**config.mk**
```make
export PLATFORM = sky130hd
export DESIGN_NAME = rv_regfile
export DESIGN_NICKNAME = d
export VERILOG_FILES = /design/src/hdl/rv_pkg.sv /design/src/hdl/rv_regfile.sv
export SDC_FILE = /design/constraint.sdc
export NUM_CORES = 2
export LEC_CHECK = 0
export BUFFER_PORTS_ARGS = -buffer_cell sky130_fd_sc_hd__buf_2
export CORE_MARGIN = 2
export CORE_UTILIZATION = 65
export DETAILED_ROUTE_END_ITERATION = 10
export PLACE_DENSITY = 0.82
export SLEW_MARGIN = 0
export SYNTH_ARGS = -nofsm -noshare
export SYNTH_HDL_FRONTEND = slang
export SYNTH_SLANG_ARGS = --single-unit
```
**constraint.sdc**
```tcl
create_clock -name clk -period 4.1 [get_ports clk]
set_input_delay 0.41 -clock clk [delete_from_list [all_inputs] [get_ports clk]]
set_output_delay 0.41 -clock clk [all_outputs]
set_load 0.01 [all_outputs]
```
**src/hdl/rv_pkg.sv**
```systemverilog
package rv_pkg;

    //////////////////////////////
    // widths and sizes
    //////////////////////////////
    localparam int XLEN       = 32;
    localparam int REG_ADDR_W = 5;
    localparam int DMEM_WORDS = 64;
    // word index bits of the data array
    localparam int DMEM_AW    = 6;

    // major opcodes of the supported subset
    localparam logic [6:0] OPC_OP     = 7'b0110011;
    localparam logic [6:0] OPC_OP_IMM = 7'b0010011;
    localparam logic [6:0] OPC_LOAD   = 7'b0000011;
    localparam logic [6:0] OPC_STORE  = 7'b0100011;
    localparam logic [6:0] OPC_BRANCH = 7'b1100011;
    localparam logic [6:0] OPC_JAL    = 7'b1101111;

    // funct3 codes
    localparam logic [2:0] F3_BEQ  = 3'b000;
    localparam logic [2:0] F3_BNE  = 3'b001;
    localparam logic [2:0] F3_WORD = 3'b010;
    localparam logic [2:0] F3_ADD  = 3'b000;
    localparam logic [2:0] F3_SLT  = 3'b010;
    localparam logic [2:0] F3_XOR  = 3'b100;
    localparam logic [2:0] F3_OR   = 3'b110;
    localparam logic [2:0] F3_AND  = 3'b111;

    // addi x0, x0, 0
    localparam logic [31:0] NOP_INSTR = 32'h0000_0013;

    typedef logic [XLEN-1:0]       word_t;
    typedef logic [REG_ADDR_W-1:0] reg_idx_t;

    //////////////////////////////
    // instruction formats
    //////////////////////////////
    typedef struct packed {
        logic [6:0] funct7;
        reg_idx_t   rs2;
        reg_idx_t   rs1;
        logic [2:0] funct3;
        reg_idx_t   rd;
        logic [6:0] opcode;
    } r_fmt_t;

    typedef struct packed {
        logic [11:0] imm;
        reg_idx_t    rs1;
        logic [2:0]  funct3;
        reg_idx_t    rd;
        logic [6:0]  opcode;
    } i_fmt_t;

    typedef struct packed {
        logic [6:0] imm_hi;
        reg_idx_t   rs2;
        reg_idx_t   rs1;
        logic [2:0] funct3;
        logic [4:0] imm_lo;
        logic [6:0] opcode;
    } s_fmt_t;

    typedef struct packed {
        logic       imm12;
        logic [5:0] imm10_5;
        reg_idx_t   rs2;
        reg_idx_t   rs1;
        logic [2:0] funct3;
        logic [3:0] imm4_1;
        logic       imm11;
        logic [6:0] opcode;
    } b_fmt_t;

    typedef struct packed {
        logic       imm20;
        logic [9:0] imm10_1;
        logic       imm11;
        logic [7:0] imm19_12;
        reg_idx_t   rd;
        logic [6:0] opcode;
    } j_fmt_t;

    // one instruction word, several views
    typedef union packed {
        r_fmt_t r_fmt;
        i_fmt_t i_fmt;
        s_fmt_t s_fmt;
        b_fmt_t b_fmt;
        j_fmt_t j_fmt;
    } instr_u;

    //////////////////////////////
    // control and stage registers
    //////////////////////////////
    typedef enum logic [2:0] {
        ALU_ADD, ALU_SUB, ALU_AND, ALU_OR, ALU_XOR, ALU_SLT
    } alu_op_e;

    typedef enum logic [1:0] {
        WB_ALU, WB_LOAD, WB_RET
    } wb_sel_e;

    typedef struct packed {
        alu_op_e alu_op;
        logic    use_imm;
        logic    reg_we;
        logic    mem_re;
        logic    mem_we;
        logic    is_branch;
        logic    br_ne;
        logic    is_jal;
        wb_sel_e wb_sel;
    } ctrl_t;

    typedef enum logic [1:0] {
        FWD_REG, FWD_EX_MEM, FWD_MEM_WB
    } fwd_sel_e;

    typedef struct packed {
        word_t  pc;
        instr_u instr;
        logic   pred_taken;
    } if_id_t;

    typedef struct packed {
        word_t  pc;
        instr_u instr;
        word_t  rs1_data;
        word_t  rs2_data;
        word_t  imm;
        ctrl_t  ctrl;
        logic   pred_taken;
    } id_ex_t;

    typedef struct packed {
        instr_u instr;
        word_t  alu_out;
        word_t  store_data;
        word_t  ret_addr;
        ctrl_t  ctrl;
    } ex_mem_t;

    typedef struct packed {
        word_t    pc;
        reg_idx_t rd;
        word_t    alu_out;
        word_t    load_data;
        word_t    ret_addr;
        ctrl_t    ctrl;
    } mem_wb_t;

    typedef struct packed {
        logic     valid;
        word_t    pc;
        reg_idx_t rd;
        word_t    data;
    } retire_t;

    // bubble contents of the front stages
    localparam if_id_t IF_ID_NOP = {{XLEN{1'b0}}, NOP_INSTR, 1'b0};
    localparam id_ex_t ID_EX_NOP =
        {{XLEN{1'b0}}, NOP_INSTR, {(3 * XLEN + $bits(ctrl_t) + 1){1'b0}}};
    localparam ex_mem_t EX_MEM_NOP = {NOP_INSTR, {(3 * XLEN + $bits(ctrl_t)){1'b0}}};

endpackage

```
**src/hdl/rv_regfile.sv**
```systemverilog
`timescale 1ns/1ps

module rv_regfile import rv_pkg::*; (
    input  logic     clk,
    input  logic     rst_n,
    input  reg_idx_t i_rs1,
    input  reg_idx_t i_rs2,
    input  reg_idx_t i_rd,
    input  logic     i_we,
    input  word_t    i_wdata,
    output word_t    o_rs1_data,
    output word_t    o_rs2_data
);

    word_t regs [2**REG_ADDR_W];
    logic  wr_valid;

    // x0 never takes a write
    assign wr_valid = i_we && (i_rd != '0);

    always_ff @(posedge clk)
    begin
        if (!rst_n)
            regs <= '{default: '0};
        else if (wr_valid)
            regs[i_rd] <= i_wdata;
    end

    // same-cycle write shows through on the read ports
    assign o_rs1_data = (wr_valid && (i_rd == i_rs1)) ? i_wdata : regs[i_rs1];
    assign o_rs2_data = (wr_valid && (i_rd == i_rs2)) ? i_wdata : regs[i_rs2];

endmodule

```
Yosys cells after proc, flatten, opt, wreduce, memory -nomap -nowiden
Cells that the tools add are included.

Output and inout port bits: 64. Register bits after elaboration: 1024. Word-level logic and storage cells: 57. Bits of input ports: 50.

Bitwise gates (word level): 3. Order comparisons: 4. Eq/ne operators: 2. Muxes and demuxes: 11. Reduce and logical (&&, ||, !) cells: 5.

Operators by type and width (number): $bwmux W1024 (1); $bmux W32 S5 (2); $mux W32 (7); $demux W32 S5 (1); $ge A6 B6 Y1 const B (3); $not A5 Y6 (3); $eq A5 B5 Y1 (2); $lt A6 B1 Y1 const B (1); $reduce_bool A5 Y1 (1); $logic_and A1 B1 Y1 (4).

Logic depth before layout (Yosys ltp)
Word-level depth: 6. Mapped depth: 8. Mapped depth without buffers: 4.

Worst setup path before layout
Ideal clock, no wire load.

Path kind: input to output. From: in i_rs1[1]. To: out o_rs1_data[6]. Setup slack: 1.773 ns. Arrival time: 1.917 ns. Path buffers: 2. Cell stages on the path: 6. Required time: 3.690 ns. Cells stage by stage: buf_2 > buf_2 > mux4_2 > o22ai_1 > nor4_1 > mux2_1.

Longest elaborated chain between the ends: 5. Elaborated cells on any way between the ends: 7. Those cells by class: eq/ne: 1; mux: 4; bitwise: 1; reduce/logical: 1.

RTL lines: from (decl) (line rv_regfile.sv:6) `input reg_idx_t i_rs1,`; $not A5 Y6 (implied by the code) (line rv_regfile.sv:30) `assign o_rs1_data = (wr_valid && (i_rd == i_rs1)) ? i_wdata : regs[i_rs1];`; $bmux W32 S5 (line rv_regfile.sv:30); $mux W32 (implied by the code) (2 in a row) (line rv_regfile.sv:30); $mux W32 * (line rv_regfile.sv:30); to (decl) (line rv_regfile.sv:11) `output word_t o_rs1_data,`.

Mark *: on every way between the ends. The rest lies on a longest branch, timed or not. The select of a mux whose other input is x is not followed.

Worst setup path in the final report
From: in i_rs1[3]. To: out o_rs1_data[27].

Same word-level chain as after synthesis.

==> results by group <==
Outcome
  – Run status: complete, no violations

CTS
  – Worst-path clk slew: 60 ps
  – Library cell used as clock root buffer: clkbuf_16
  – H-Tree Depth: 3
  – Quantity of hold-fixing buffers added after cts: 0
  – Clock latency at the later pin of the worst-skew pair: 660 ps
  – Post-CTS Repair Setup Buffers: 0
  – Number of gates given a new drive strength after cts: 0
  – Longest Clk Path Bufs: 3
  – CTS tree: yes
  – CTS sink cnt: approximately 1k
  – Clock buffer count from CTS: 105

Cells and area
  – Final standard cell utilization of the core: 71.2%
  – Number of flip-flops under the largest register name: 1024
  – Nets@finish: ~5.5k
  – Register with the most flip-flops: regs
  – Largest registers: regs x1024
  – Share of layout cells above drive strength 1: 19.7%
  – Layout-stage area growth over the synthesis result: 8.60%

STA
  – Unrepaired setup endpoints after global routing: no
  – Worst slew margin relative to its limit: 1.75%
  – F_max: 246 MHz
  – Final number of max-transition violations: 0
  – Final worst clock skew: 0 ps
  – Worst-margin pin slew: approximately 1500 ps
  – Ratio of final minimum period to clock period: 99.3%
  – Final setup vio count: 0
  – Final worst path period need: 4070 ps
  – TNS Setup: 0 ps
  – Number of hold violations in the final report: 0

Logic synthesis
  – Yosys reg bits: just over 1k
  – Mapped Avg Cell Area: 9.48 um2
  – Number of enable flip-flop cells after synthesis: 0
  – Fraction of the yosys area taken by sequential cells: 38.2%
  – Netlist area before placement: about 54000 um2
  – Synth Net Count: 5707
  – Warning count from the yosys run: 0
  – Async set-reset flop share out of synthesis: 0%
  – Mapped Cells: 5657
  – Flip-flop cell with the highest count after synthesis: dfxtp_1
  – Yosys cell types: 43

Routing
  – Antenna viol nets, final: 0
  – Routed len/inst: 29.4 um
  – TritonRoute pass-1 iters: 6
  – Total vias in the final route: 47.9k
  – Vias/cell: between 7 and 8
  – Total wire length after detailed routing: 194000 um
  – Iter 0 DRT Violations: 8899
  – Remaining routing DRC violations: 0

Setup path
  – Biggest cell delay along the critical path: roughly 960 ps
  – CP startpoint: i_rs1[3]
  – Worst setup path endpoint: o_rs1_data[27]
  – Worst setup slack for register-to-register paths: 3220 ps
  – Beginning of the worst register-to-register path: regs[942]$_SDFFE_PN0P_
  – Endpoint of the lowest-slack register-to-register path: regs[942]$_SDFFE_PN0P_
  – Ordered cell list for the critical path: buf_2 -> or3b_2 -> buf_4 -> o22ai_1 -> nor4_1 -> buf_4 -> mux2_2 -> buf_2
  – Slowest cell on the critical path: nor4_1
  – Category of the critical setup timing path: in -> out
  – Worst r2r path cells: 2
  – Arrival time worst endpoint: roughly 3700 ps
  – Crit Path Max Fanout: 20
  – Setup crit start kind: input pin
  – Kind of capture point of the worst setup path: output port
  – Data required time at the worst endpoint: 3690 ps

Floorplan
  – Std-Cell Core Area: 81800 um2
  – Number of placed I/O pins: 114
  – Die outline area: 84800 um2
  – Die Y: roughly 290 um
  – Chip Width: 291 um
  – Site Rows: 105
  – Starting Density: 65.5%

Placement
  – Final weighted congestion in routability-driven placement: slightly above 0.9
  – Number of port buffers: roughly 110
  – Sum of net half-perimeters after detailed placement: 112000 um

GRT
  – Initial antenna violation count: 15
  – Number of global-route vias before repair: 46.5k
  – Sum of overflow across all layers after global routing: 0
  – Largest net degree at the start of global routing: 172
  – Overall routing resource usage: between 40% and 50%
  – First-pass GRT wire length: approximately 290000 um

Pwr
  – VDD IR max: 0.000332 V
  – Static Leakage: 18.8 nW
  – Power Density: 379 nW/um2

Flow run
  – Max_cap viols: 0

Hold path
  – Worst hold path class: in -> reg
## how the worst min path moves through the flow
| stage | start | endpoint | slack [ps] | cells after the start |
|---|---|---|---|---|
| after global placement | regs[815]$_SDFFE_PN0P_ | regs[815]$_SDFFE_PN0P_ | 450 | 2 |
| final | i_wdata[15] | regs[623]$_SDFFE_PN0P_ | 270 | 3 |
| after detailed placement | regs[822]$_SDFFE_PN0P_ | regs[822]$_SDFFE_PN0P_ | 460 | 2 |
| after CTS | i_wdata[15] | regs[623]$_SDFFE_PN0P_ | 260 | 3 |
| after floorplan | regs[809]$_SDFFE_PN0P_ | regs[809]$_SDFFE_PN0P_ | 440 | 2 |
| after global routing | i_wdata[15] | regs[623]$_SDFFE_PN0P_ | 290 | 3 |
## layout make-up
| cell class | count | area, um2 |
|---|---|---|
| diodes | 5 | 12.5 |
| clock buffers | 153 | 3100 |
| clock inverters | 41 | 410 |
| fillers | 5722 | 23600 |
| inverters | 1 | 3.75 |
| multi-input cells | 4038 | 30600 |
| flip-flops and latches | 1024 | 20500 |
| well taps | 1070 | 1340 |
| repair buffers | 259 | 2270 |
## synthesized netlist by cell type, types with 5 or more instances
| cell | count | area (um2) |
|---|---|---|
| or3b_2 | 6 | 52.6 |
| buf_2 | 120 | 601 |
| xnor2_1 | 6 | 52.6 |
| a21boi_0 | 882 | 6620 |
| and3b_1 | 6 | 52.6 |
| nor2_4 | 5 | 56.3 |
| nor2_1 | 27 | 101 |
| nand3_1 | 7 | 35.0 |
| mux2_4 | 29 | 435 |
| dfxtp_1 | 1024 | 20500 |
| nand2_1 | 2018 | 7570 |
| mux2_2 | 36 | 405 |
| a21boi_1 | 110 | 826 |
| nor4_1 | 62 | 388 |
| and2_1 | 32 | 200 |
| o22ai_1 | 253 | 1580 |
| buf_4 | 46 | 345 |
| buf_6 | 34 | 383 |
| nand3b_1 | 12 | 90.1 |
| clkbuf_1 | 392 | 1470 |
| nor3b_1 | 5 | 37.5 |
| mux4_2 | 511 | 11500 |
## stage by stage
stage / total power, mW / setup slack, ps / hold slack [ps] / instances / cell area, um2
final: 22.1 / 28.8 / 271 / 6591 / 58200
after global placement: 12.3 / 401 / 447 / 6392 / 54700
after floorplan: 11.6 / 1770 / 441 / 5657 / 53600
after global routing: 22.5 / 214 / 286 / 6589 / 58200
after detailed placement: 12.3 / 382 / 457 / 6392 / 54700
after CTS: 21.9 / 384 / 258 / 6586 / 58200
## critical path: cells and delay by family
| family | cells | cell delay [ps] |
|---|---|---|
| AOI/OAI and AO/OA | 1 | 110 |
| muxes | 1 | 140 |
| buffers and inverters | 4 | 1130 |
| and+or+nand+nor | 2 | 1850 |
## cells by family (layout without fill, tap and decap cells)
logic type / count (synthesis) / after routing / share of synthesized area, %
XOR/XNOR: 10 / 10 / 0.163
AND/OR/NAND/NOR: 2199 / 2199 / 16.3
AO/OA/AOI/OAI: 1250 / 1250 / 16.9
buffers and inverters: 595 / 454 / 5.24
flip-flops: 1024 / 1024 / 38.2
other: 0 / 5 / 0
multiplexers: 579 / 579 / 23.1
## cells in the final DEF (no fill, tap or decap), types with 6 or more instances in the layout
cell type / count
buf_12: 45
and2_1: 32
nand2_2: 31
clkbuf_8: 25
mux2_4: 29
a21boi_1: 110
or3b_2: 9
clkinv_2: 29
bufinv_16: 7
mux4_2: 511
o22ai_1: 253
nor4_1: 62
nand2_1: 1987
nand3b_1: 12
nor2_4: 31
buf_2: 108
clkbuf_16: 107
a21boi_0: 882
and3b_1: 6
dfxtp_1: 1024
mux2_2: 36
xnor2_1: 6
clkbuf_1: 21
buf_4: 101
## routing by layer
metal | vias to the layer above | track usage, % | routed length, um
met1 | 22900 | 56.5 | 64700
met3 | 1213 | 14.4 | 30300
li1 | 19400 | - | -
met2 | 4312 | 64.8 | 81600
met4 | 20 | 32.6 | 16800
met5 | - | 0 | 131
## power breakdown
group / switching [mW] / internal, mW / leakage (nW) / total, mW
Combinational: 1.34 / 0.784 / 8.82 / 2.12
Sequential: 0.0537 / 10.0 / 8.25 / 10.1
Clock: 4.22 / 5.67 / 1.75 / 9.89
Total: 5.61 / 16.5 / 18.8 / 22.1
No activity file was read; power rests on OpenSTA's default activity.
